$ cat config.mk
export PLATFORM = sky130hd
export DESIGN_NAME = l1d_mem_port_flat
export DESIGN_NICKNAME = d
export VERILOG_FILES = /design/src/common/l1d_pkg.sv /design/src/common/l1d_mem_if.sv /design/src/hdl/l1d_mem_port.sv /design/src/flat_wrapper.sv
export SDC_FILE = /design/constraint.sdc
export NUM_CORES = 1
export LEC_CHECK = 0
export CORE_AREA = 3 3 227 229
export DETAILED_ROUTE_END_ITERATION = 12
export DIE_AREA = 0 0 230 232
export DONT_BUFFER_PORTS = 1
export PLACE_DENSITY = 0.3
export SYNTH_ARGS = -nofsm -noshare
export SYNTH_HDL_FRONTEND = slang
export SYNTH_SLANG_ARGS = --single-unit
$ cat constraint.sdc
create_clock -name clk_i -period 5.54 [get_ports clk_i]
set_clock_uncertainty 0.2 [all_clocks]
set_input_delay 1.108 -clock clk_i [delete_from_list [all_inputs] [get_ports clk_i]]
set_output_delay 1.108 -clock clk_i [all_outputs]
set_load 0.02 [all_outputs]
$ cat src/common/l1d_pkg.sv
package l1d_pkg;

    localparam int ADDR_W   = 32;
    localparam int WORD_W   = 32;
    localparam int BLOCK_W  = 128;
    localparam int OFFSET_W = 4;

    typedef logic [ADDR_W-1:0]  addr_t;
    typedef logic [WORD_W-1:0]  word_t;
    typedef logic [BLOCK_W-1:0] block_t;

    // Word slot inside a block, byte offset without the low two bits
    function automatic word_t word_of_block(input block_t blk, input addr_t addr);
        return blk[addr[OFFSET_W-1:2]*WORD_W +: WORD_W];
    endfunction

    function automatic block_t with_word(input block_t blk, input addr_t addr, input word_t word);
        block_t merged;
        merged = blk;
        merged[addr[OFFSET_W-1:2]*WORD_W +: WORD_W] = word;
        return merged;
    endfunction

    // First byte of the block holding addr
    function automatic addr_t block_addr(input addr_t addr);
        return {addr[ADDR_W-1:OFFSET_W], {OFFSET_W{1'b0}}};
    endfunction

endpackage
$ cat src/common/l1d_mem_if.sv
`timescale 1ns/1ps

interface l1d_mem_if;
    import l1d_pkg::*;

    logic   req_valid;
    logic   req_ready;
    logic   req_write;
    addr_t  req_addr;
    block_t req_block;

    // Completion pulse, carries the block for a refill
    logic   resp_valid;
    block_t resp_block;

    modport core (
        output req_valid, req_write, req_addr, req_block,
        input  req_ready, resp_valid, resp_block
    );

    modport bus (
        input  req_valid, req_write, req_addr, req_block,
        output req_ready, resp_valid, resp_block
    );

endinterface

$ cat src/hdl/l1d_mem_port.sv
`timescale 1ns/1ps

module l1d_mem_port (
    input  logic             clk_i,
    input  logic             rstn_i,

    l1d_mem_if.bus           bus,

    output logic             mem_req_valid_o,
    input  logic             mem_req_ready_i,
    output logic             mem_req_write_o,
    output l1d_pkg::addr_t   mem_req_addr_o,
    output l1d_pkg::block_t  mem_req_block_o,

    input  logic             mem_resp_valid_i,
    output logic             mem_resp_ready_o,
    input  l1d_pkg::block_t  mem_resp_block_i
);
    import l1d_pkg::*;

    typedef enum logic [1:0] {
        MP_IDLE,
        MP_REQ,
        MP_RESP,
        MP_DONE
    } mp_state_t;

    mp_state_t state_r;

    logic      req_write_r;
    addr_t     req_addr_r;
    block_t    req_block_r;
    block_t    resp_block_r;

    assign bus.req_ready  = (state_r == MP_IDLE);
    assign bus.resp_valid = (state_r == MP_DONE);
    assign bus.resp_block = resp_block_r;

    assign mem_req_valid_o  = (state_r == MP_REQ);
    assign mem_req_write_o  = req_write_r;
    assign mem_req_addr_o   = req_addr_r;
    assign mem_req_block_o  = req_block_r;
    assign mem_resp_ready_o = (state_r == MP_RESP);

    always_ff @(posedge clk_i) begin
        if (!rstn_i) begin
            state_r <= MP_IDLE;
        end else begin
            case (state_r)
                MP_IDLE: if (bus.req_valid) state_r <= MP_REQ;
                MP_REQ: begin
                    // Writes complete once memory takes them
                    if (mem_req_ready_i) begin
                        state_r <= req_write_r ? MP_DONE : MP_RESP;
                    end
                end
                MP_RESP: if (mem_resp_valid_i) state_r <= MP_DONE;
                default: state_r <= MP_IDLE;
            endcase
        end
    end

    always_ff @(posedge clk_i) begin
        if (bus.req_valid && bus.req_ready) begin
            req_write_r <= bus.req_write;
            req_addr_r  <= bus.req_addr;
            req_block_r <= bus.req_block;
        end
        if (mem_resp_valid_i && mem_resp_ready_o) begin
            resp_block_r <= mem_resp_block_i;
        end
    end

endmodule

$ cat src/flat_wrapper.sv
// flat-port wrapper written by rule: the top's interface ports become plain ports
module l1d_mem_port_flat import l1d_pkg::*;
  (clk_i, rstn_i, mem_req_valid_o, mem_req_ready_i, mem_req_write_o, mem_req_addr_o, mem_req_block_o, mem_resp_valid_i, mem_resp_ready_o, mem_resp_block_i, bus_req_valid, bus_req_write, bus_req_addr, bus_req_block, bus_req_ready, bus_resp_valid, bus_resp_block);
  l1d_mem_if bus_i ();
  input  logic clk_i;
  input  logic rstn_i;
  output logic mem_req_valid_o;
  input  logic mem_req_ready_i;
  output logic mem_req_write_o;
  output l1d_pkg::addr_t mem_req_addr_o;
  output l1d_pkg::block_t mem_req_block_o;
  input  logic mem_resp_valid_i;
  output logic mem_resp_ready_o;
  input  l1d_pkg::block_t mem_resp_block_i;
  input wire logic [$bits(bus_i.req_valid)-1:0] bus_req_valid;
  input wire logic [$bits(bus_i.req_write)-1:0] bus_req_write;
  input wire logic [$bits(bus_i.req_addr)-1:0] bus_req_addr;
  input wire logic [$bits(bus_i.req_block)-1:0] bus_req_block;
  output wire logic [$bits(bus_i.req_ready)-1:0] bus_req_ready;
  output wire logic [$bits(bus_i.resp_valid)-1:0] bus_resp_valid;
  output wire logic [$bits(bus_i.resp_block)-1:0] bus_resp_block;
  assign bus_i.req_valid = bus_req_valid;
  assign bus_i.req_write = bus_req_write;
  assign bus_i.req_addr = bus_req_addr;
  assign bus_i.req_block = bus_req_block;
  assign bus_req_ready = bus_i.req_ready;
  assign bus_resp_valid = bus_i.resp_valid;
  assign bus_resp_block = bus_i.resp_block;
  l1d_mem_port u_core (.clk_i(clk_i), .rstn_i(rstn_i), .bus(bus_i), .mem_req_valid_o(mem_req_valid_o), .mem_req_ready_i(mem_req_ready_i), .mem_req_write_o(mem_req_write_o), .mem_req_addr_o(mem_req_addr_o), .mem_req_block_o(mem_req_block_o), .mem_resp_valid_i(mem_resp_valid_i), .mem_resp_ready_o(mem_resp_ready_o), .mem_resp_block_i(mem_resp_block_i));
endmodule
Word-level counts from Yosys, hierarchy flattened --
Cells that the tools add are included. Widths: inputs -> output; s select.
Storage, ports and cells: ROM bits 0, register bits 291, memory bits (writable) 0, bits in latches 0, memories 0
Cells by class: shift-type cells 0, order comparisons 0, reductions and logical operators 4, muxes and demuxes 5, bitwise logic cells 0, add/subtract/negate cells 0, eq/ne operators 6, multipliers 0, divide/modulo/power cells 0
Operators by type and width (count):
- $mux 2 | 3
- $pmux 2 s3 | 1
- $eq 2x2->1 const B | 2
- $ne 2x2->1 const B | 2
- $reduce_and 3->1 | 1
- $eq 2x1->1 const B | 1
- $logic_and 1x1->1 | 2
- $logic_not 2->1 | 1
- $ne 2x1->1 const B | 1
- $mux 1 | 1

Depth between registers and ports, before layout --
depth after elaboration 3, depth in mapped cells 5

Worst setup path before layout --
OpenSTA, ideal clock, no wires.
kind in2reg, start point in bus_req_valid, end point reg u_core.req_addr_r[0], in the netlist u_core.mem_req_addr_o[0], enable pin, setup time 0.539 ns, path buffers 0, arrival time 4.756 ns, required time 4.801 ns, cell stages on the path 1, setup slack 0.045 ns, cells stage by stage and2_1
On the way: longest elaborated chain between the ends 1
Ends and longest elaborated chain:
- start: declaration | RTL line flat_wrapper.sv:15 | input wire logic [$bits(bus_i.req_valid)-1:0] bus_req_valid;
- $logic_and 1x1->1 | RTL line l1d_mem_port.sv:64 | if (bus.req_valid && bus.req_ready) begin
- end signal: assignment | RTL line l1d_mem_port.sv:66 | req_addr_r <= bus.req_addr;
- end: declaration | RTL line l1d_mem_port.sv:31 | addr_t req_addr_r;
Every way passes these cells. A chain may end at the register's enable or synchronous reset.

Worst setup path in the final report --
start point reg u_core.state_r[0], end point reg u_core.req_block_r[94], in the netlist u_core.mem_req_block_o[94], enable pin
On the way: longest elaborated chain between the ends 2
Ends and longest elaborated chain:
- start: declaration | RTL line l1d_mem_port.sv:28 | mp_state_t state_r;
- start signal: assignment | RTL line l1d_mem_port.sv:54 | state_r <= req_write_r ? MP_DONE : MP_RESP;
- $logic_not 2->1 | RTL line l1d_mem_port.sv:35 | assign bus.req_ready = (state_r == MP_IDLE);
- named net bus_req_ready | RTL line flat_wrapper.sv:19 | output wire logic [$bits(bus_i.req_ready)-1:0] bus_req_ready;
- $logic_and 1x1->1 | RTL line l1d_mem_port.sv:64
- end signal: assignment | RTL line l1d_mem_port.sv:67 | req_block_r <= bus.req_block;
- end: declaration | RTL line l1d_mem_port.sv:32 | block_t req_block_r;
The timed path passes the listed nets, and every way through them passes these cells.

==> flow_summary.toml <==
[timing]
final.setup.tns_ns = 0
rsz0062_at_grt = "no"
finalHoldViolations = 0
timing.final.setup_violations = 0
fin_crit_ns = 2.717
slew_viol_final = 0
slew_headroom_pct = 42.87
clock.fmax_ghz = 0.3680
layout_setup_ws_ns = 2.823
fin_crit_sh_pct = 49.05
worst_pin_slew_ns = 0.8570

[yosys]
netlist_instances = 311
ys_seq_area_share_pct = 98.29
ys_ff_latch = 291
synth.distinct_cells = 10
yosys_warnings = 0
synth_top_cell_by_area = "edfxtp_1"
syn-num-nets = 610
synthTopCellsByArea = "edfxtp_1 (98%), ha_1 (0.71%), dfxtp_1 (0.45%)"
mappedNetlistArea_mm2 = 0.008870
yosysTopAreaCellShare_pct = 97.84
avgSynthCellArea_um2 = 28.52

[setup_path]
slowest_delay_ns = 0.78
cp.required_ns = 5.53
crit_start = "u_core.state_r[0]"
r2r_cells = 4
path_cells = "inv_1, ha_1, and2_4, buf_12"
critPathMaxFanout = 87
start_kind = "flop"
reg2reg_slack_ns = 2.82
end_kind = "flop"
cp_slowest_cell = "and2_4"
crit_end = "u_core.mem_req_block_o[94]"
rr_startpoint = "u_core.state_r[0]"
critPathKind = "flop to flop"
arrival_ns = 2.71
r2r_end = "u_core.mem_req_block_o[94]"

[finish]
seq_area_mm2 = 0.008718
syn_to_final_growth_pct = 21.77
fill_cells = 5145
fin_area_mm2 = 0.01080
drive_above_1_share_pct = 14.21
nets = 647
multi_input_area_um2 = 137.6

[clock_network]
htreeDepth = 1
cts_hold_buf = 0
cts_buffers = 31
cts_root_buffer = "clkbuf_16"
clkSlewWorstSetupHoldPaths_ns = 0.06
post_cts_resized = 0
cts_sinks = 291
insertion_delay_ns = 0.56
cts_setup_buffers = 0
cts_tree = "built"
cts_max_path_buffers = 3

[grt]
antenna_found_initial = 18
grt_max_degree = 88
grt_first_pass_wirelength_um = 33480
grt_pass1_vias = 3640
grt_overflow = 0
track_usage_pct = 9.084

[status]
status = "completed"

[die]
core_area_mm2 = 0.04986
floorplan.rows = 82
start_util_pct = 17.79
die-width_um = 230
die-area_mm2 = 0.05336
ios = 587
die-height_um = 232

[routing]
remaining_drc_errors = 0
route.detailed.wl_per_inst_um = 24.97
totalWireLength_um = 26170
route.vias.total = 3403
drt-vias-per-instance = 3.247
drt_first_pass_iters = 5
antenna_left = 0
drt_iter0_drc = 177

[pwr]
p_per_area_mw_per_mm2 = 560.7
finalPower_mw = 6.055
vdd_drop_max_uv = 250.2
power.leakage_nw = 3.329

[place]
dpl_cell_area_mm2 = 0.009758
dpl.hpwl_um = 20550
dpl_worst_slack_ns = 2.390
gp_congestion = 0.7552
portBuffers = 0

[job]
cap_violations = 0

[min_path]
min-delay-path-class = "flop to flop"
-- layout by cell type (no fill, tap or decap), drive strengths merged --
cell type and instances:
edfxtp 289, clkbuf 37, clkinv 13, inv 6, ha 5, bufinv 5, buf 4, diode 3
nand2 3, and2 2, mux2i 2, clkinvlp 2, dfxtp 2, a211o 1, nand3b 1, a222oi 1
-- flip-flops by register name, summed over array words and instances, names as in the netlist --
name	cells
u_core.bus.resp_block	128
u_core.state_r	2
u_core.mem_req_block_o	128
u_core.mem_req_addr_o	32
u_core.mem_req_write_o	1
-- how the worst min path moves through the flow --
stage | to | startpoint | slack [ns] | cells past startpoint
3_5_place_dp | u_core.state_r[0] | u_core.state_r[0] | 0.33 | 2
4_1_cts | u_core.state_r[1] | u_core.state_r[1] | 0.34 | 2
6_report | u_core.state_r[1] | u_core.state_r[1] | 0.34 | 2
3_3_place_gp | u_core.state_r[0] | u_core.state_r[0] | 0.28 | 2
5_1_grt | u_core.mem_req_block_o[14] | bus_req_block[14] | 0.38 | 0
2_1_floorplan | u_core.state_r[0] | u_core.state_r[0] | 0.27 | 2
-- stage by stage --
step / hold slack (ns) / instances / utilization, %
after floorplan: 0.2688 / 311 / -
after CTS: 0.3373 / 1045 / 21.65
after global placement: 0.2829 / 987 / 19.57
after detailed placement: 0.3267 / 987 / 19.57
final: 0.3356 / 1048 / 21.66
after global routing: 0.3793 / 1045 / 21.65
-- Yosys cell counts, drive strengths merged --
library cell / count
a211o: 1
a222oi: 1
and2: 2
dfxtp: 2
edfxtp: 289
ha: 5
inv: 5
mux2i: 2
nand2: 3
nand3b: 1
-- power by group --
| group | total, mW | internal (mW) | switching [mW] |
|---|---|---|---|
| Sequential | 3.63 | 2.98 | 0.652 |
| Clock | 2.09 | 1.26 | 0.832 |
| Combinational | 0.336 | 0.0515 | 0.285 |
| Total | 6.06 | 4.29 | 1.77 |
-- routing by layer --
metal | global-route usage (%) | vias up | routed length [um] | part of all wire [%]
met5 | 0 | - | 69 | 0.26
met2 | 17.62 | 413 | 14460 | 55
li1 | - | 1334 | - | -
met3 | 5.520 | 64 | 3784 | 14
met1 | 7.339 | 1584 | 7046 | 27
met4 | 3.254 | 8 | 806 | 3.1
-- cells by family (layout without fill, tap and decap cells) --
kind of cell / after synthesis / count (layout) / share of synthesized area (%)
buffers and inverters: 5 / 67 / 0.2116
other: 0 / 3 / 0
muxes: 2 / 2 / 0.2257
AOI/OAI and AO/OA: 2 / 2 / 0.2116
and+or+nand+nor: 6 / 6 / 0.3527
adders and majority gates: 5 / 5 / 0.7053
DFF: 291 / 291 / 98.29
-- worst max-delay path: cells and delay by family (launching register included) --
family	cells	cell delay (ns)
AND/OR/NAND/NOR	1	0.78
buffers and inverters	2	0.52
adder cells (fa/ha/maj)	1	0.36
flip-flops	1	0.34
-- layout make-up --
class	instances	share of cell area [%]
clock buffers	37	7.391
inverters	5	0.1738
multi-input cells	15	1.274
repair buffers	4	0.3939
diodes	3	0.06951
well taps	672	7.785
flip-flops and latches	291	80.72
clock inverters	21	2.190
No activity file was read; power rests on OpenSTA's default activity.
