### src/common/l1d_pkg.sv
package l1d_pkg;

    localparam int ADDR_W   = 32;
    localparam int WORD_W   = 32;
    localparam int BLOCK_W  = 128;
    localparam int OFFSET_W = 4;

    typedef logic [ADDR_W-1:0]  addr_t;
    typedef logic [WORD_W-1:0]  word_t;
    typedef logic [BLOCK_W-1:0] block_t;

    // Word slot inside a block, byte offset without the low two bits
    function automatic word_t word_of_block(input block_t blk, input addr_t addr);
        return blk[addr[OFFSET_W-1:2]*WORD_W +: WORD_W];
    endfunction

    function automatic block_t with_word(input block_t blk, input addr_t addr, input word_t word);
        block_t merged;
        merged = blk;
        merged[addr[OFFSET_W-1:2]*WORD_W +: WORD_W] = word;
        return merged;
    endfunction

    // First byte of the block holding addr
    function automatic addr_t block_addr(input addr_t addr);
        return {addr[ADDR_W-1:OFFSET_W], {OFFSET_W{1'b0}}};
    endfunction

endpackage
### src/l1d_core/l1d_cache_array.sv
`timescale 1ns/1ps

module l1d_cache_array #(
    parameter int NUM_SETS = 16,
    parameter int NUM_WAYS = 2
) (
    input  logic                                               clk_i,
    input  logic                                               rstn_i,

    input  l1d_pkg::addr_t                                     lookup_addr_i,
    output logic                                               hit_o,
    output logic [$clog2(NUM_WAYS)-1:0]                        hit_way_o,
    output logic [$clog2(NUM_WAYS)-1:0]                        victim_way_o,
    output logic                                               victim_dirty_o,
    output logic [l1d_pkg::ADDR_W-l1d_pkg::OFFSET_W-$clog2(NUM_SETS)-1:0] victim_tag_o,
    output l1d_pkg::block_t                                    rd_block_o,

    input  logic                                               wr_en_i,
    input  logic [$clog2(NUM_WAYS)-1:0]                        wr_way_i,
    input  l1d_pkg::block_t                                    wr_block_i,
    input  l1d_pkg::addr_t                                     wr_tag_addr_i,
    input  logic                                               wr_dirty_i,
    input  logic                                               wr_valid_i,
    input  logic                                               advance_victim_i
);
    import l1d_pkg::*;

    localparam int WAY_W = $clog2(NUM_WAYS);
    localparam int IDX_W = $clog2(NUM_SETS);
    localparam int TAG_W = ADDR_W - OFFSET_W - IDX_W;

    logic [TAG_W-1:0]    tag_r   [NUM_SETS][NUM_WAYS];
    block_t              data_r  [NUM_SETS][NUM_WAYS];
    logic [NUM_WAYS-1:0] valid_r [NUM_SETS];
    logic [NUM_WAYS-1:0] dirty_r [NUM_SETS];
    logic [WAY_W-1:0]    rr_r;

    logic [IDX_W-1:0]    idx;
    logic [TAG_W-1:0]    tag;
    logic [IDX_W-1:0]    wr_idx;
    logic                free_found;

    assign idx    = lookup_addr_i[OFFSET_W +: IDX_W];
    assign tag    = lookup_addr_i[ADDR_W-1 -: TAG_W];
    assign wr_idx = wr_tag_addr_i[OFFSET_W +: IDX_W];

    always_comb begin
        hit_o        = 1'b0;
        hit_way_o    = '0;
        free_found   = 1'b0;
        victim_way_o = rr_r;
        for (int w = 0; w < NUM_WAYS; w++) begin
            if (valid_r[idx][w] && tag_r[idx][w] == tag) begin
                hit_o     = 1'b1;
                hit_way_o = WAY_W'(w);
            end
            // Lowest invalid way wins over the round-robin pick
            if (!valid_r[idx][w] && !free_found) begin
                free_found   = 1'b1;
                victim_way_o = WAY_W'(w);
            end
        end
        victim_dirty_o = valid_r[idx][victim_way_o] && dirty_r[idx][victim_way_o];
        victim_tag_o   = tag_r[idx][victim_way_o];
        rd_block_o     = hit_o ? data_r[idx][hit_way_o] : data_r[idx][victim_way_o];
    end

    always_ff @(posedge clk_i) begin
        if (!rstn_i) begin
            for (int s = 0; s < NUM_SETS; s++) begin
                valid_r[s] <= '0;
                dirty_r[s] <= '0;
            end
            rr_r <= '0;
        end else begin
            if (wr_en_i) begin
                valid_r[wr_idx][wr_way_i] <= wr_valid_i;
                dirty_r[wr_idx][wr_way_i] <= wr_dirty_i;
            end
            if (advance_victim_i) begin
                rr_r <= rr_r + 1'b1;
            end
        end
    end

    always_ff @(posedge clk_i) begin
        if (wr_en_i) begin
            tag_r[wr_idx][wr_way_i]  <= wr_tag_addr_i[ADDR_W-1 -: TAG_W];
            data_r[wr_idx][wr_way_i] <= wr_block_i;
        end
    end

endmodule

### config.mk
export PLATFORM = sky130hd
export DESIGN_NAME = l1d_cache_array
export DESIGN_NICKNAME = d
export VERILOG_FILES = /design/src/common/l1d_pkg.sv /design/src/l1d_core/l1d_cache_array.sv
export SDC_FILE = /design/constraint.sdc
export NUM_CORES = 2
export LEC_CHECK = 0
export BUFFER_PORTS_ARGS = -buffer_cell sky130_fd_sc_hd__buf_4
export CORE_MARGIN = 8
export CORE_UTILIZATION = 37
export CTS_CLUSTER_DIAMETER = 150
export DETAILED_ROUTE_END_ITERATION = 8
export SLEW_MARGIN = 0
export SYNTH_ARGS = -nofsm -noshare
export SYNTH_HDL_FRONTEND = slang
export SYNTH_MEMORY_MAX_BITS = 65536
export SYNTH_SLANG_ARGS = --single-unit
### constraint.sdc
create_clock -name clk_i -period 9.95 [get_ports clk_i]
set_input_delay 0.4975 -clock clk_i [delete_from_list [all_inputs] [get_ports clk_i]]
set_output_delay 0.4975 -clock clk_i [all_outputs]
set_load 0.05 [all_outputs]
* Word-level counts from Yosys, hierarchy flattened
Memories as Yosys holds them, arrays and structs flattened.
Index checks and enable logic that the tools add are counted.
** Cells by class
- Add/sub/neg operators :: 1
- Multiply operators :: 0
- Divide/modulo/power cells :: 0
- $lt $le $gt $ge :: 7
- Equal/unequal tests :: 2
- Shift-type cells :: 0
- Muxes and demuxes :: 37
- Bitwise operators :: 3
- Reductions and logical operators :: 9
** Operators with widths (number)
- $mux 128 :: 8
- $mux 256 :: 1
- $demux 128 s1 :: 1
- $mux 24 :: 4
- $eq 24x24->1 :: 2
- $mux 48 :: 1
- $demux 24 s1 :: 1
- $mux 1 :: 13
- $mux 2 :: 5
- $mux 4 :: 2
- $ge 2x2->1 const B :: 3
- $logic_and 1x1->1 :: 6
- $not 1->2 :: 3
- $lt 1x2->1 const B :: 2
- $reduce_or 2->1 :: 2
- $lt 2x1->1 const B :: 1
- $add 1x1->1 const B :: 1
- $demux 1 s1 :: 1
- $ge 1x1->1 const B :: 1
- $logic_not 1->1 :: 1
** Storage, ports and cells
- Bits in registers :: 1
- Latch bits :: 0
- Bits in writable memories :: 4928
- Bits in read-only memories :: 0
- Memories kept :: 4
** Memory list
- data_r :: depth 16, width 256, rd ports 1, clocked after memory_dff 0, write ports 1, line l1d_cache_array.sv:33 : block_t data_r [NUM_SETS][NUM_WAYS];
- tag_r :: depth 16, width 48, rd ports 1, clocked after memory_dff 0, write ports 1, line l1d_cache_array.sv:32 : logic [TAG_W-1:0] tag_r [NUM_SETS][NUM_WAYS];
- dirty_r :: depth 16, width 2, rd ports 1, clocked after memory_dff 0, write ports 16, line l1d_cache_array.sv:35 : logic [NUM_WAYS-1:0] dirty_r [NUM_SETS];
- valid_r :: depth 16, width 2, rd ports 1, clocked after memory_dff 0, write ports 16, line l1d_cache_array.sv:34 : logic [NUM_WAYS-1:0] valid_r [NUM_SETS];

* Longest topological paths before layout
An unclocked memory read counts as a cell.
- Word-level depth :: 9
- Mapped depth :: 17
- Gate-level depth less buffers :: 10

* Worst setup path after synthesis
OpenSTA, ideal clock, no wires.
- Path type :: in2reg
- Start point :: input wr_way_i
- End point :: memory data_r[13][128] in the netlist's numbering (enable)
- Setup time :: 666 ps
- Arrival :: 7377 ps
- Path slack :: 1906 ps
- Cell stages on the path :: 4
- Path buffers :: 2
- Cells stage by stage :: nand2b_1 > clkbuf_1 > clkbuf_1 > nor2_1
** Between the ends
- Cells in the longest elaborated chain, start to end :: 6
- Elaborated cells on any way between the ends :: 7
- Classes of those cells :: 2 x order compare; 3 x mux; 1 x bitwise; 1 x reduce/logical
** RTL lines
- from (decl) :: line l1d_cache_array.sv:19 : input logic [$clog2(NUM_WAYS)-1:0] wr_way_i,
- $not 1->2 (not written as such) * :: line l1d_cache_array.sv:89 : data_r[wr_idx][wr_way_i] <= wr_block_i;
- $ge 2x2->1 (not written as such) or $lt 2x1->1 (tied branches) :: line l1d_cache_array.sv:89
- $logic_and 1x1->1 (not written as such) :: line l1d_cache_array.sv:89
- $mux 128 (not written as such) :: line l1d_cache_array.sv:89
- $demux 128 s1 * :: line l1d_cache_array.sv:89
- $mux 256 (not written as such) * :: line l1d_cache_array.sv:89
- to (decl) :: line l1d_cache_array.sv:33
Mark *: on every way between the ends. The rest lies on a longest branch, timed or not.

* Worst setup path in the final report
- Start point :: input lookup_addr_i[5]
- End point :: output rd_block_o[100]
** Between the ends
- Cells in the longest elaborated chain, start to end :: 9
- Elaborated cells on any way between the ends :: 23
- Classes of those cells :: 2 x eq/ne; 12 x mux; 2 x bitwise; 4 x reduce/logical; 3 x memory
** RTL lines
- from (decl) :: line l1d_cache_array.sv:10 : input l1d_pkg::addr_t lookup_addr_i,
- $mem_v2 16x48 or $mem_v2 16x2 (tied branches)
- $eq 24x24->1 or $logic_not 1->1 (tied branches) :: line l1d_cache_array.sv:53, l1d_cache_array.sv:58
- $logic_and 1x1->1 (on tied branches) :: line l1d_cache_array.sv:53, l1d_cache_array.sv:58
- $mux 1 (on tied branches) :: line l1d_cache_array.sv:53, l1d_cache_array.sv:58
- $not 1->2 (not written as such) :: line l1d_cache_array.sv:65 : rd_block_o = hit_o ? data_r[idx][hit_way_o] : data_r[idx][victim_way_o];
- $mux 128 (not written as such) (3 in series) :: line l1d_cache_array.sv:65
- $mux 128 * :: line l1d_cache_array.sv:65
- to (decl) :: line l1d_cache_array.sv:16 : output l1d_pkg::block_t rd_block_o,
Mark *: on every way between the ends. The rest lies on a longest branch, timed or not. The select of a mux whose other input is x is not followed.

==> reports/results.tsv <==
stage	metric	value	unit
final_layout	most common cell after layout, fill and taps aside	edfxtp_1	
critical_path	register-to-register path setup slack	8.62	ns
clock_tree	Sink Count	4929	
critical_path	critical path arrival	7.03	ns
power	power share of the clock group	39.9	%
clock_tree	TritonCTS clock tree	done	
critical_path	Setup crit end kind	output port	
power	pwr/cell area	202	nW/um^2
detailed_routing	initial drt markers	10900	
final_layout	post-route design area	218000	um^2
floorplan	I/O pin total	355	
placed_design	gpl congestion	0.810	
global_routing	number of antenna violations at the first check in global routing	92	
power	part of the total power dissipated in sequential elements	52.7	%
critical_path	FF-to-FF Start	rr_r	
timing	maximum clock rate	0.133	GHz
floorplan	Std-Cell Rows	263	
synth	Mean Syn Cell Area	24.0	um^2
power	internal power	34100	uW
clock_tree	number of gates given a new drive strength after cts	0	
critical_path	Crit Path Max Fanout	100	
detailed_routing	ANT nets after route	0	
detailed_routing	routed via count divided by cell count	5.66	
worst_hold_path	Min-Delay Path Depth	3	
clock_tree	clock latency on the worst-skew pair	0.97	ns
timing	hold violation total from the final report	0	
clock_tree	Root Buffer Master	clkbuf_16	
critical_path	Max stage delay on crit path	0.72	ns
synth	proportion of register bits with asynchronous set or reset after synthesis	0	%
global_routing	maximum number of pins on one net before global-route repair	140	
clock_tree	number of post-CTS setup repair buffers	0	
timing	number of slew-limit violations in the final report	0	
timing	setup slack of the critical path after layout	2.42	ns
power	switching part of the total power	22.3	%
floorplan	Die X-Extent	732	um
final_layout	Seq. cell area	148000	um^2
timing	clk_skew	0	ns
power	reported net switching power	9800	uW
timing	Hold Worst Slack	0.150	ns
critical_path	endpoint of the most critical register-to-register path	rr_r	
detailed_routing	count of TritonRoute iterations in the first routing pass	6	
final_layout	total area of multi-input combinational cells	40000	um^2
floorplan	area enclosed by the die boundary	536000	um^2
synth	number of cells produced by synthesis	7921	
timing	setup repair after global routing missed its margin	false	
final_layout	commonest non-fill, non-tap cells in the layout	4,928 x edfxtp_1, 1,382 x mux4_2, 482 x clkbuf_16	
global_routing	vias in the first global route	90200	
critical_path	cell-by-cell listing of the critical path	buf_12 > buf_4 > mux4_2 > mux2i_1 > xnor2_1 > a22oi_1 > nand4_1 > nor4b_1 > and4_1 > o21bai_4 > buf_4 > buf_4 > buf_4 > mux2_4 > buf_4	
timing	final count of negative-setup-slack endpoints	0	
detailed_routing	residual DRC count	0	
synth	Synth Register Bits	4929	
clock_tree	H-tree lvl count	5	
final_layout	nets	8865	
placed_design	instance area at placement	201000	um^2
timing	Total Neg Setup Slack	0	ns
clock_tree	worst-case clock buffer depth	4	
floorplan	overall die height	732	um
critical_path	Register-to-Register Path Depth	3	
critical_path	Critical Path Start Type	primary input	
worst_hold_path	Worst Min Path Start	wr_tag_addr_i[7]	
critical_path	critical path required time	9.45	ns
synth	Synth Flop Type	edfxtp_1	
critical_path	CP most frequent cell	buf_4	
final_layout	fraction of final layout cells with drive strength greater than 1	30.6	%
synth	net count after synthesis	8120	
synth	number of distinct library cells after synthesis	65	
worst_hold_path	Hold EP	dirty_r[14][1]	
synth	EDFF count, synth	4928	
final_layout	fraction of the core area covered by cells at the end of the flow	42.5	%
placed_design	Detail Placement HPWL	256000	um
power	fraction of power consumed by combinational cells	7.4	%
detailed_routing	Post-Route WL	507000	um
detailed_routing	drt wl/cell	32.1	um
critical_path	CP Class	in -> out	
clock_tree	number of buffers inserted during clock tree synthesis	479	
clock_tree	hold_buf cts	156	
detailed_routing	vias after detailed routing	89500	
synth	count of yosys warnings during synthesis	0	
status	run status	complete, no violations	
global_routing	first-pass GRT wire length	704000	um
timing	Slew headroom	15.8	%
timing	transition at the pin with the smallest max-transition slack	1.26	ns
floorplan	area of the placeable core	512000	um^2
final_layout	Filler cells	43300	
global_routing	overall overflow remaining after global route	0	
power	Static Leak	0.0678	uW
worst_hold_path	Tightest Hold Check Type	in -> reg	
floorplan	initial standard-cell utilization of the core	37.1	%
final_layout	area growth from synthesis to layout	14.7	%
synth	share of synthesized area occupied by flip-flops and latches	78.0	%
synth	netlist area before placement	190000	um^2
placed_design	count of input and output buffers	346	
power	worst IR drop on VDD	0.174	mV
flow_run	number of max-cap violations	0	
critical_path	critical path's slowest cell	buf_4	
clock_tree	clock slew at the register clock pins of the worst setup and hold paths	0.06	ns
global_routing	All-Layer GR Usage	18.3	%
placed_design	Post-Place Worst Slack	2.40	ns
timing	shortest clock period the worst path allows after layout	7.53	ns
timing	part of the cycle the worst path needs	75.7	%
[power by group through the flow]
| stage | Clock (uW) | Combinational, uW | Sequential, uW |
|---|---|---|---|
| 6_report | 17500 | 3240 | 23200 |
| 4_1_cts | 17900 | 3300 | 23200 |
| 2_1_floorplan | 0 | 1950 | 23600 |
| 3_3_place_gp | 0 | 3160 | 23600 |
| 3_5_place_dp | 0 | 3210 | 23600 |
| 5_1_grt | 18600 | 3420 | 23200 |
[synthesized netlist by cell type, drive strengths merged (6+ instances only)]
library cell / count / share of area, %
edfxtp: 4928 / 78
mux4: 1382 / 16
nand2: 254 / 0.50
buf: 223 / 0.64
clkbuf: 193 / 0.38
mux2i: 189 / 1.0
mux2: 173 / 1.2
nor2: 129 / 0.26
o21ai: 89 / 0.23
o22ai: 33 / 0.11
xnor2: 33 / 0.15
a22oi: 26 / 0.10
nand3: 25 / 0.066
a31oi: 24 / 0.079
and2: 23 / 0.076
xor2: 23 / 0.11
a21oi: 20 / 0.053
and3: 19 / 0.063
inv: 14 / 0.028
nand2b: 13 / 0.043
nor2b: 12 / 0.040
nor3: 10 / 0.026
a211oi: 9 / 0.036
a221oi: 8 / 0.037
a31o: 8 / 0.037
nand4: 8 / 0.026
or2: 6 / 0.020
[sequential cells by signal, summed over array words and instances, names as in the netlist]
name / flops
tag_r: 768
valid_r: 32
data_r: 4096
dirty_r: 32
rr_r: 1
[how the worst max path moves through the flow]
stage                     startpoint  cells past startpoint  slack [ns]              end
finish              lookup_addr_i[5]                     15        2.42  rd_block_o[100]
detailed placement  lookup_addr_i[5]                     15        2.40   rd_block_o[98]
global placement    lookup_addr_i[5]                     15        2.48   rd_block_o[98]
global route        lookup_addr_i[5]                     15        2.28   rd_block_o[98]
floorplan                   wr_way_i                      4        1.91  data_r[13][128]
CTS                 lookup_addr_i[5]                     15        2.39   rd_block_o[98]
[logic make-up (layout without fill, tap and decap cells)]
family,after synthesis,in the layout,synth area share [%]
AND/OR/NAND/NOR,511,511,1.17
XOR/XNOR,56,56,0.259
flip-flops,4929,4929,78.0
AO/OA/AOI/OAI,251,251,0.859
multiplexers,1744,1744,18.6
other,0,19,0
buffers and inverters,430,1551,1.06
[final cells by class]
class / count / area share, %
Antenna cell: 19 / 0.0219
Clock inverter: 256 / 1.14
Tap cell: 6757 / 3.89
Sequential cell: 4929 / 68.0
Multi-Input combinational cell: 2562 / 18.4
Clock buffer: 601 / 5.75
Inverter: 14 / 0.0426
Timing Repair Buffer: 680 / 2.77
[per-layer routing]
layer  share of wire, %  track usage [%]  vias to the layer above  routed length, um
li1                   -                -                    35500                  -
met1                 42             26.0                    49200             212000
met2                 47             29.3                     3999             241000
met3                8.3             3.56                      796              42200
met4                2.3             4.03                       46              11800
met5              0.058                0                        -                293
[stage by stage]
| step | cells | power [uW] |
|---|---|---|
| after CTS | 15800 | 44300 |
| after floorplan | 7921 | 25600 |
| after global placement | 14800 | 26700 |
| after detailed placement | 14800 | 26800 |
| after global routing | 15800 | 45100 |
| final | 15800 | 43900 |
[worst max-delay path: cells and delay by family]
family,cells,cell delay (ns)
buf+inv,6,3.13
mux,3,1.23
simple gates,3,1.02
compound gates,2,0.52
xor+xnor,1,0.11
Note: power is estimated with default switching activity, not from simulation.
