File: config.mk
export PLATFORM = sky130hd
export DESIGN_NAME = l1d_cpu_port_flat
export DESIGN_NICKNAME = d
export VERILOG_FILES = /design/src/common/l1d_pkg.sv /design/src/common/l1d_cpu_if.sv /design/src/hdl/l1d_cpu_port.sv /design/src/flat_wrapper.sv
export SDC_FILE = /design/constraint.sdc
export NUM_CORES = 1
export LEC_CHECK = 0
export BUFFER_PORTS_ARGS = -buffer_cell sky130_fd_sc_hd__buf_2
export CAP_MARGIN = 20
export CORE_UTILIZATION = 30
export DETAILED_ROUTE_END_ITERATION = 7
export GPL_TIMING_DRIVEN = 0
export PLACE_DENSITY = 0.59
export SLEW_MARGIN = 40
export SYNTH_ARGS = -nofsm -noshare
export SYNTH_HDL_FRONTEND = slang
export SYNTH_SLANG_ARGS = --single-unit
File: constraint.sdc
create_clock -name clk_i -period 5.9 [get_ports clk_i]
set_clock_uncertainty 0.2 [all_clocks]
set_input_delay 0.885 -clock clk_i [delete_from_list [all_inputs] [get_ports clk_i]]
set_output_delay 0.885 -clock clk_i [all_outputs]
set_load 0.05 [all_outputs]
File: src/common/l1d_pkg.sv
package l1d_pkg;

    localparam int ADDR_W   = 32;
    localparam int WORD_W   = 32;
    localparam int BLOCK_W  = 128;
    localparam int OFFSET_W = 4;

    typedef logic [ADDR_W-1:0]  addr_t;
    typedef logic [WORD_W-1:0]  word_t;
    typedef logic [BLOCK_W-1:0] block_t;

    // Word slot inside a block, byte offset without the low two bits
    function automatic word_t word_of_block(input block_t blk, input addr_t addr);
        return blk[addr[OFFSET_W-1:2]*WORD_W +: WORD_W];
    endfunction

    function automatic block_t with_word(input block_t blk, input addr_t addr, input word_t word);
        block_t merged;
        merged = blk;
        merged[addr[OFFSET_W-1:2]*WORD_W +: WORD_W] = word;
        return merged;
    endfunction

    // First byte of the block holding addr
    function automatic addr_t block_addr(input addr_t addr);
        return {addr[ADDR_W-1:OFFSET_W], {OFFSET_W{1'b0}}};
    endfunction

endpackage
File: src/common/l1d_cpu_if.sv
`timescale 1ns/1ps

interface l1d_cpu_if;
    import l1d_pkg::*;

    logic  valid;
    logic  ready;
    logic  write;
    addr_t addr;
    word_t wdata;

    // Read data beat, one cycle wide
    logic  rvalid;
    word_t rdata;

    modport cpu_port (
        output valid, write, addr, wdata,
        input  ready, rvalid, rdata
    );

    modport core (
        input  valid, write, addr, wdata,
        output ready, rvalid, rdata
    );

endinterface

File: src/hdl/l1d_cpu_port.sv
`timescale 1ns/1ps

module l1d_cpu_port (
    input  logic            clk_i,
    input  logic            rstn_i,

    input  logic            req_valid_i,
    output logic            req_ready_o,
    input  logic            req_write_i,
    input  l1d_pkg::addr_t  req_addr_i,
    input  l1d_pkg::word_t  req_wdata_i,

    output logic            resp_valid_o,
    input  logic            resp_ready_i,
    output l1d_pkg::word_t  resp_rdata_o,

    l1d_cpu_if.cpu_port     core
);
    import l1d_pkg::*;

    logic  buf_valid_r;
    logic  buf_write_r;
    addr_t buf_addr_r;
    word_t buf_wdata_r;

    logic  resp_valid_r;
    word_t resp_rdata_r;

    assign req_ready_o  = !buf_valid_r && !resp_valid_r;
    assign resp_valid_o = resp_valid_r;
    assign resp_rdata_o = resp_rdata_r;

    // Offer only with an empty response register so the read beat always lands
    assign core.valid = buf_valid_r && !resp_valid_r;
    assign core.write = buf_write_r;
    assign core.addr  = buf_addr_r;
    assign core.wdata = buf_wdata_r;

    always_ff @(posedge clk_i) begin
        if (!rstn_i) begin
            buf_valid_r  <= 1'b0;
            resp_valid_r <= 1'b0;
        end else begin
            if (req_valid_i && req_ready_o) begin
                buf_valid_r <= 1'b1;
            end else if (core.valid && core.ready) begin
                buf_valid_r <= 1'b0;
            end
            if (core.rvalid) begin
                resp_valid_r <= 1'b1;
            end else if (resp_ready_i) begin
                resp_valid_r <= 1'b0;
            end
        end
    end

    always_ff @(posedge clk_i) begin
        if (req_valid_i && req_ready_o) begin
            buf_write_r <= req_write_i;
            buf_addr_r  <= req_addr_i;
            buf_wdata_r <= req_wdata_i;
        end
        if (core.rvalid) begin
            resp_rdata_r <= core.rdata;
        end
    end

endmodule

File: src/flat_wrapper.sv
// flat-port wrapper written by rule: the top's interface ports become plain ports
module l1d_cpu_port_flat import l1d_pkg::*;
  (clk_i, rstn_i, req_valid_i, req_ready_o, req_write_i, req_addr_i, req_wdata_i, resp_valid_o, resp_ready_i, resp_rdata_o, core_valid, core_write, core_addr, core_wdata, core_ready, core_rvalid, core_rdata);
  l1d_cpu_if core_i ();
  input  logic clk_i;
  input  logic rstn_i;
  input  logic req_valid_i;
  output logic req_ready_o;
  input  logic req_write_i;
  input  l1d_pkg::addr_t req_addr_i;
  input  l1d_pkg::word_t req_wdata_i;
  output logic resp_valid_o;
  input  logic resp_ready_i;
  output l1d_pkg::word_t resp_rdata_o;
  output wire logic [$bits(core_i.valid)-1:0] core_valid;
  output wire logic [$bits(core_i.write)-1:0] core_write;
  output wire logic [$bits(core_i.addr)-1:0] core_addr;
  output wire logic [$bits(core_i.wdata)-1:0] core_wdata;
  input wire logic [$bits(core_i.ready)-1:0] core_ready;
  input wire logic [$bits(core_i.rvalid)-1:0] core_rvalid;
  input wire logic [$bits(core_i.rdata)-1:0] core_rdata;
  assign core_valid = core_i.valid;
  assign core_write = core_i.write;
  assign core_addr = core_i.addr;
  assign core_wdata = core_i.wdata;
  assign core_i.ready = core_ready;
  assign core_i.rvalid = core_rvalid;
  assign core_i.rdata = core_rdata;
  l1d_cpu_port u_core (.clk_i(clk_i), .rstn_i(rstn_i), .req_valid_i(req_valid_i), .req_ready_o(req_ready_o), .req_write_i(req_write_i), .req_addr_i(req_addr_i), .req_wdata_i(req_wdata_i), .resp_valid_o(resp_valid_o), .resp_ready_i(resp_ready_i), .resp_rdata_o(resp_rdata_o), .core(core_i));
endmodule
-- Yosys cells after proc, flatten, opt, wreduce, memory -nomap -nowiden
Index checks and enable logic that the tools add are counted.
- logic and storage cells: 18
- output and inout port bits: 100
- register bits after elaboration: 99
- multiplexer cells: 4
- reductions and logical operators: 8
- operators by type and width (operator ; count):
    1-bit logical AND ; 4
    1-bit two-way mux ; 4
    2-bit nonzero test ; 2
    1-bit zero test ; 2

-- Longest topological paths before layout
Gate-level depths: netlist of the first run.
- word-level depth: 5
- gate-level depth with buffers: 2

-- Worst setup path after synthesis of the first run
Ideal clock, no wire load.
- path kind: flip-flop to flip-flop
- from: register u_core.resp_valid_r, in the netlist u_core.resp_valid_o
- to: register u_core.buf_addr_r[0], in the netlist u_core.core.addr[0], enable pin
- data arrival time: 2907 ps
- cell stages (with the launch flop): 3
- period minus slack after synthesis: 3537 ps
- path slack: 2363 ps
- path through: dfxtp_1 > nor2_1 > and2_1
- word-level cells in the longest chain between the ends: 3
- ends and longest elaborated chain (what ; line ; source):
    start: declaration ; l1d_cpu_port.sv:26 ; logic resp_valid_r;
    start signal: assignment ; l1d_cpu_port.sv:42 ; resp_valid_r <= 1'b0;
    start signal: assignment ; l1d_cpu_port.sv:50 ; resp_valid_r <= 1'b1;
    start signal: assignment ; l1d_cpu_port.sv:52 ; resp_valid_r <= 1'b0;
    1-bit zero test ; l1d_cpu_port.sv:29 ; assign req_ready_o = !buf_valid_r && !resp_valid_r;
    1-bit logical AND ; l1d_cpu_port.sv:29 ;
    net req_ready_o ; flat_wrapper.sv:8 ; output logic req_ready_o;
    1-bit logical AND ; l1d_cpu_port.sv:58 ; if (req_valid_i && req_ready_o) begin
    end signal: assignment ; l1d_cpu_port.sv:60 ; buf_addr_r <= req_addr_i;
    end: declaration ; l1d_cpu_port.sv:23 ; addr_t buf_addr_r;
The timed path passes the listed nets, and every way through them passes these cells.
A chain may end at the register's enable or synchronous reset.

-- Worst setup path after layout of the first run
- from: register u_core.resp_valid_r, in the netlist u_core.resp_valid_o
- to: output req_ready_o
- word-level cells in the longest chain between the ends: 2
- ends and longest elaborated chain (what ; line):
    1-bit zero test ; l1d_cpu_port.sv:29
    1-bit logical AND ; l1d_cpu_port.sv:29
    end: declaration ; flat_wrapper.sv:8
No other way between the ends.

==> impl_metrics.json, run 1 <==
{
  "ant_nets": 0,
  "grt_pass1_wl_um": 8670,
  "core-area_um2": 9730,
  "track_usage": 0.118,
  "slew_viol_final": 0,
  "cts_tree": "built",
  "drc": 0,
  "ctsResizeCount": 0,
  "fin_crit_sh": 0.383,
  "vias_per_cell": 4.03,
  "cts_buffer_depth": 2,
  "clkTransAtPathRegs_ns": 0.09,
  "syn-num-nets": 211,
  "post_synth.cell_area_avg_um2": 27.8,
  "timing.fmax_ghz": 0.442,
  "place.port_buffers": 202,
  "ios": 203,
  "postSynthCellCount": 108,
  "htreeDepth": 3,
  "antenna_cells": 0,
  "overflow": 0,
  "worstPathMaxFanout": 6,
  "vias": 1855,
  "drt-wirelength-per-cell_um": 13.7,
  "startpoint": "u_core.resp_valid_o",
  "max_slew_margin": 0.543,
  "numCtsBuffers": 9,
  "dp_hpwl_um": 4700,
  "cp-start-kind": "register",
  "finalNetCount": 425,
  "cp-end-kind": "primary output",
  "areaGrowthSynthToFinish_pct": 47.1,
  "dieArea_um2": 10400,
  "arrival_ns": 1.18,
  "start_util": 0.309,
  "final_common_cell": "buf_2",
  "die_x_um": 102,
  "setup_viol": 0,
  "synth_warnings": 0,
  "grt_start_max_net_pins": 43,
  "drive_gt1_frac": 0.673,
  "rsz0062_at_grt": "false",
  "ys_seq_area_frac": 0.983,
  "cts-root-buf": "clkbuf_8",
  "fin_total_pwr_uw": 1570,
  "drtIter0Drc": 34,
  "power.density_nw_per_um2": 355,
  "worst_ep_required_time_ns": 4.82,
  "place.gp.congestion": 0.714,
  "synth_seq_cells": 99,
  "ys_types": 8,
  "vdd_ir_drop_max_v": 0.000128,
  "post_cts_buffers": 0,
  "cts.sinks": 99,
  "first_global_vias": 1795,
  "cts_hold_buffers": 0,
  "num_rows": 36,
  "rr_startpoint": "u_core.resp_valid_o",
  "criticalPathCategory": "register to primary output",
  "firstDrtPassIters": 4,
  "antenna_found_initial": 0,
  "clock_latency_ns": 0.35,
  "leakage_uw": 0.00187,
  "routed_wirelength_um": 6280,
  "die_height_um": 102,
  "hp-start": "u_core.buf_valid_r",
  "nFillCells": 891,
  "syn-cell-area_um2": 3010,
  "fin_crit_ns": 2.26,
  "layout_common_cells": "buf_2, edfxtp_1, clkbuf_8",
  "hold_viol_final": 0,
  "outcome": "finished, final reports clean",
  "tns_ns": 0,
  "hp-class": "register to register",
  "tightest_slew_ns": 0.686,
  "maxCapViolCount": 0
}
==> cell families after synthesis <==
| logic type | after synthesis | synth area share |
|---|---|---|
| AO/OA/AOI/OAI | 2 | 0.00541 |
| AND/OR/NAND/NOR | 7 | 0.0121 |
| flip-flops | 99 | 0.983 |
==> cell usage after synthesis <==
library cell   n  area (um^2)
nor2b_1        3         18.8
nand2_1        2         7.51
o32ai_1        1         8.76
nor2_1         1         3.75
o21a_1         1         7.51
and2_1         1         6.26
dfxtp_1        2         40.0
edfxtp_1      97         2910
==> registers in the layout, indices dropped and copies added, names as in the netlist <==
signal,flops
u_core.core.write,1
u_core.resp_rdata_o,32
u_core.resp_valid_o,1
u_core.core.wdata,32
u_core.buf_valid_r,1
u_core.core.addr,32
==> critical path, cell delays in order (launching register included) <==
cell	delay (ns)
dfxtp_1	0.37
nor2_1	0.16
buf_2	0.29
==> routing by layer <==
layer  track usage  wire length, um  up-vias
li1              -                -      858
met1         0.124             2440      835
met2         0.179             2660      152
met3        0.0705             1060       10
met4        0.0758              117        0
met5             0                0        -
==> worst paths after layout <==
check / end / slack (ns) / cells past startpoint
max: req_ready_o / 3.64 / 2
min: u_core.buf_valid_r / 0.31 / 2
max reg2reg: u_core.core.write / 4.18 / 3
min reg2reg: u_core.buf_valid_r / 0.31 / 2
==> area by class of cell <==
cell class | instances | area (um^2) | area share
Clock buffer | 9 | 124 | 0.0280
Timing Repair Buffer | 203 | 1030 | 0.233
Sequential cell | 99 | 2950 | 0.668
Clock inverter | 7 | 92.6 | 0.0209
Tap cell | 133 | 166 | 0.0376
Multi-Input combinational cell | 9 | 55.1 | 0.0125
==> per-stage QoR <==
stage / instance area [um^2] / hold slack (ns) / std cells / setup slack, ns / utilization
floorplan: 3010 / 0.270 / 108 / 2.36 / -
global placement: 4180 / 0.295 / 443 / 2.13 / 0.430
detailed placement: 4210 / 0.296 / 444 / 3.71 / 0.432
CTS: 4420 / 0.311 / 460 / 3.59 / 0.454
global route: 4420 / 0.324 / 460 / 3.55 / 0.454
finish: 4420 / 0.310 / 460 / 3.64 / 0.454
==> power by group <==
part / internal (uW) / switching [uW] / total (uW)
clock network: 237 / 227 / 464
logic: 57.6 / 208 / 265
registers: 827 / 11.3 / 839
Note: power is estimated with default switching activity, not from simulation.
==> run 2, diff against run 1 <==
==> constraint.sdc (replaced) <==
create_clock -name clk_i -period 2.1 [get_ports clk_i]
set_clock_uncertainty 0.2 [all_clocks]
set_input_delay 0.315 -clock clk_i [delete_from_list [all_inputs] [get_ports clk_i]]
set_output_delay 0.315 -clock clk_i [all_outputs]
set_load 0.05 [all_outputs]
==> impl_metrics.json, run 2 (same netlist as run 1, synthesis figures left out) <==
{
  "outcome": "finished, final reports clean",
  "cts_buffer_depth": 2,
  "hold_depth": 3,
  "leakage_uw": 0.00230,
  "vias": 2224,
  "fin_crit_ns": 1.79,
  "cp-start-kind": "input pin",
  "reg2reg_depth": 3,
  "drtIter0Drc": 59,
  "finalNetCount": 524,
  "place.gp.congestion": 0.731,
  "multi_input_area_um2": 62.6,
  "post_cts_buffers": 0,
  "hold_end": "u_core.buf_valid_r",
  "drc": 0,
  "core-area_um2": 9730,
  "ios": 203,
  "hp-start": "core_ready",
  "first_global_vias": 2344,
  "cp-end-kind": "register",
  "timing.fmax_ghz": 0.558,
  "fin_crit_sh": 0.853,
  "cts-root-buf": "clkbuf_8",
  "startpoint": "req_valid_i",
  "r2r_end": "u_core.core.wdata[24]",
  "nFillCells": 778,
  "drive_gt1_frac": 0.516,
  "holdWs_ns": 0.0504,
  "setup_slack_ns": 0.309,
  "tightest_slew_ns": 0.703,
  "layout_common_cells": "buf_2, dlygate4sd3_1, edfxtp_1",
  "max_slew_margin": 0.531,
  "dieArea_um2": 10400,
  "drt-wirelength-per-cell_um": 13.6,
  "grt_pass1_wl_um": 11000,
  "maxCapViolCount": 0,
  "num_rows": 36,
  "tns_ns": 0,
  "slowest_delay_ns": 0.52,
  "hold_viol_final": 0,
  "seq_area_um2": 2950,
  "routed_wirelength_um": 7610,
  "clkTransAtPathRegs_ns": 0.09,
  "clock_latency_ns": 0.35,
  "cts_tree": "built",
  "criticalPathCategory": "input pin to register",
  "hp-class": "input pin to register",
  "grt_start_max_net_pins": 66,
  "power.density_nw_per_um2": 860,
  "overflow": 0,
  "cp_cell_sequence": "dlygate4sd3_1 > buf_2 > and2_4 > buf_12",
  "final_common_cell": "buf_2",
  "antenna_cells": 0,
  "ant_nets": 0,
  "worstPathMaxFanout": 37,
  "antenna_found_initial": 0,
  "reg2reg_slack_ns": 0.40,
  "rsz0062_at_grt": "false",
  "slew_viol_final": 0,
  "die_height_um": 102,
  "start_util": 0.309,
  "die_x_um": 102,
  "track_usage": 0.146,
  "place.port_buffers": 202,
  "worst_ep_required_time_ns": 1.94,
  "arrival_ns": 1.63,
  "cts.sinks": 99,
  "setup_viol": 0,
  "critPathSlowestCell": "dlygate4sd3_1",
  "vias_per_cell": 3.98,
  "place_ws_ns": 0.293,
  "vdd_ir_drop_max_v": 0.000496,
  "numCtsBuffers": 9,
  "dp_hpwl_um": 4600,
  "rr_startpoint": "u_core.buf_valid_r",
  "htreeDepth": 3,
  "firstDrtPassIters": 4,
  "areaGrowthSynthToFinish_pct": 81.1
}
run 2: changes by cell type in the layout (fill, tap and decap cells not counted):
| cell | before | now |
|---|---|---|
| dlygate4sd3_1 | 0 | 99 |
| clkinvlp_4 | 3 | 1 |
| bufinv_16 | 2 | 3 |
| clkbuf_1 | 0 | 1 |
| clkinv_2 | 2 | 1 |
| inv_6 | 0 | 1 |
| nor2_1 | 1 | 0 |
| nor2_4 | 0 | 1 |
run 2: how the worst max path moves through the flow:
stage                            endpoint  slack, ns  cells after the start
global route                   core_valid       0.27                      2
detailed placement  u_core.core.wdata[26]       0.29                      2
floorplan             u_core.core.addr[0]       0.01                      2
global placement     u_core.core.addr[31]       0.33                      2
CTS                  u_core.core.addr[28]       0.22                      3
finish              u_core.core.wdata[24]       0.31                      4
run 2: routing by layer:
metal / global-route usage / part of all wire
met2: 0.253 / 0.51
met1: 0.152 / 0.38
met5: 0 / 0
met4: 0.0648 / 0.016
met3: 0.0643 / 0.10
run 2: final cells by class:
class,instances,share of cell area
Timing Repair Buffer,302,0.371
Clock buffer,10,0.0234
Sequential cell,99,0.543
Multi-Input combinational cell,9,0.0115
Tap cell,133,0.0306
Clock inverter,6,0.0205
run 2: what timing repair did:
| action | CTS | global route |
|---|---|---|
| hold buffers | 99 | 0 |
| resized for setup | 0 | 0 |
| endpoints found under the hold margin | 99 | 0 |
run 2: through the flow:
stage / cells / instance area (um^2) / power (uW) / util
after floorplan: 108 / 3020 / 2910 / -
after global placement: 443 / 4190 / 3140 / 0.431
after detailed placement: 443 / 4190 / 3150 / 0.431
after CTS: 558 / 5420 / 4730 / 0.557
after global routing: 559 / 5440 / 4860 / 0.559
final: 559 / 5440 / 4680 / 0.559
run 2: worst max-delay path: cells and delay by family:
kind,cells,cell delay (ns)
buffers and inverters,3,0.90
AND/OR/NAND/NOR,1,0.40
run 2: report_power, final:
part           leakage (uW)  total (uW)  switching, uW  internal, uW
clock network      0.000117        1420            627           794
registers          0.000944        2360           34.8          2320
logic               0.00124         898            614           283
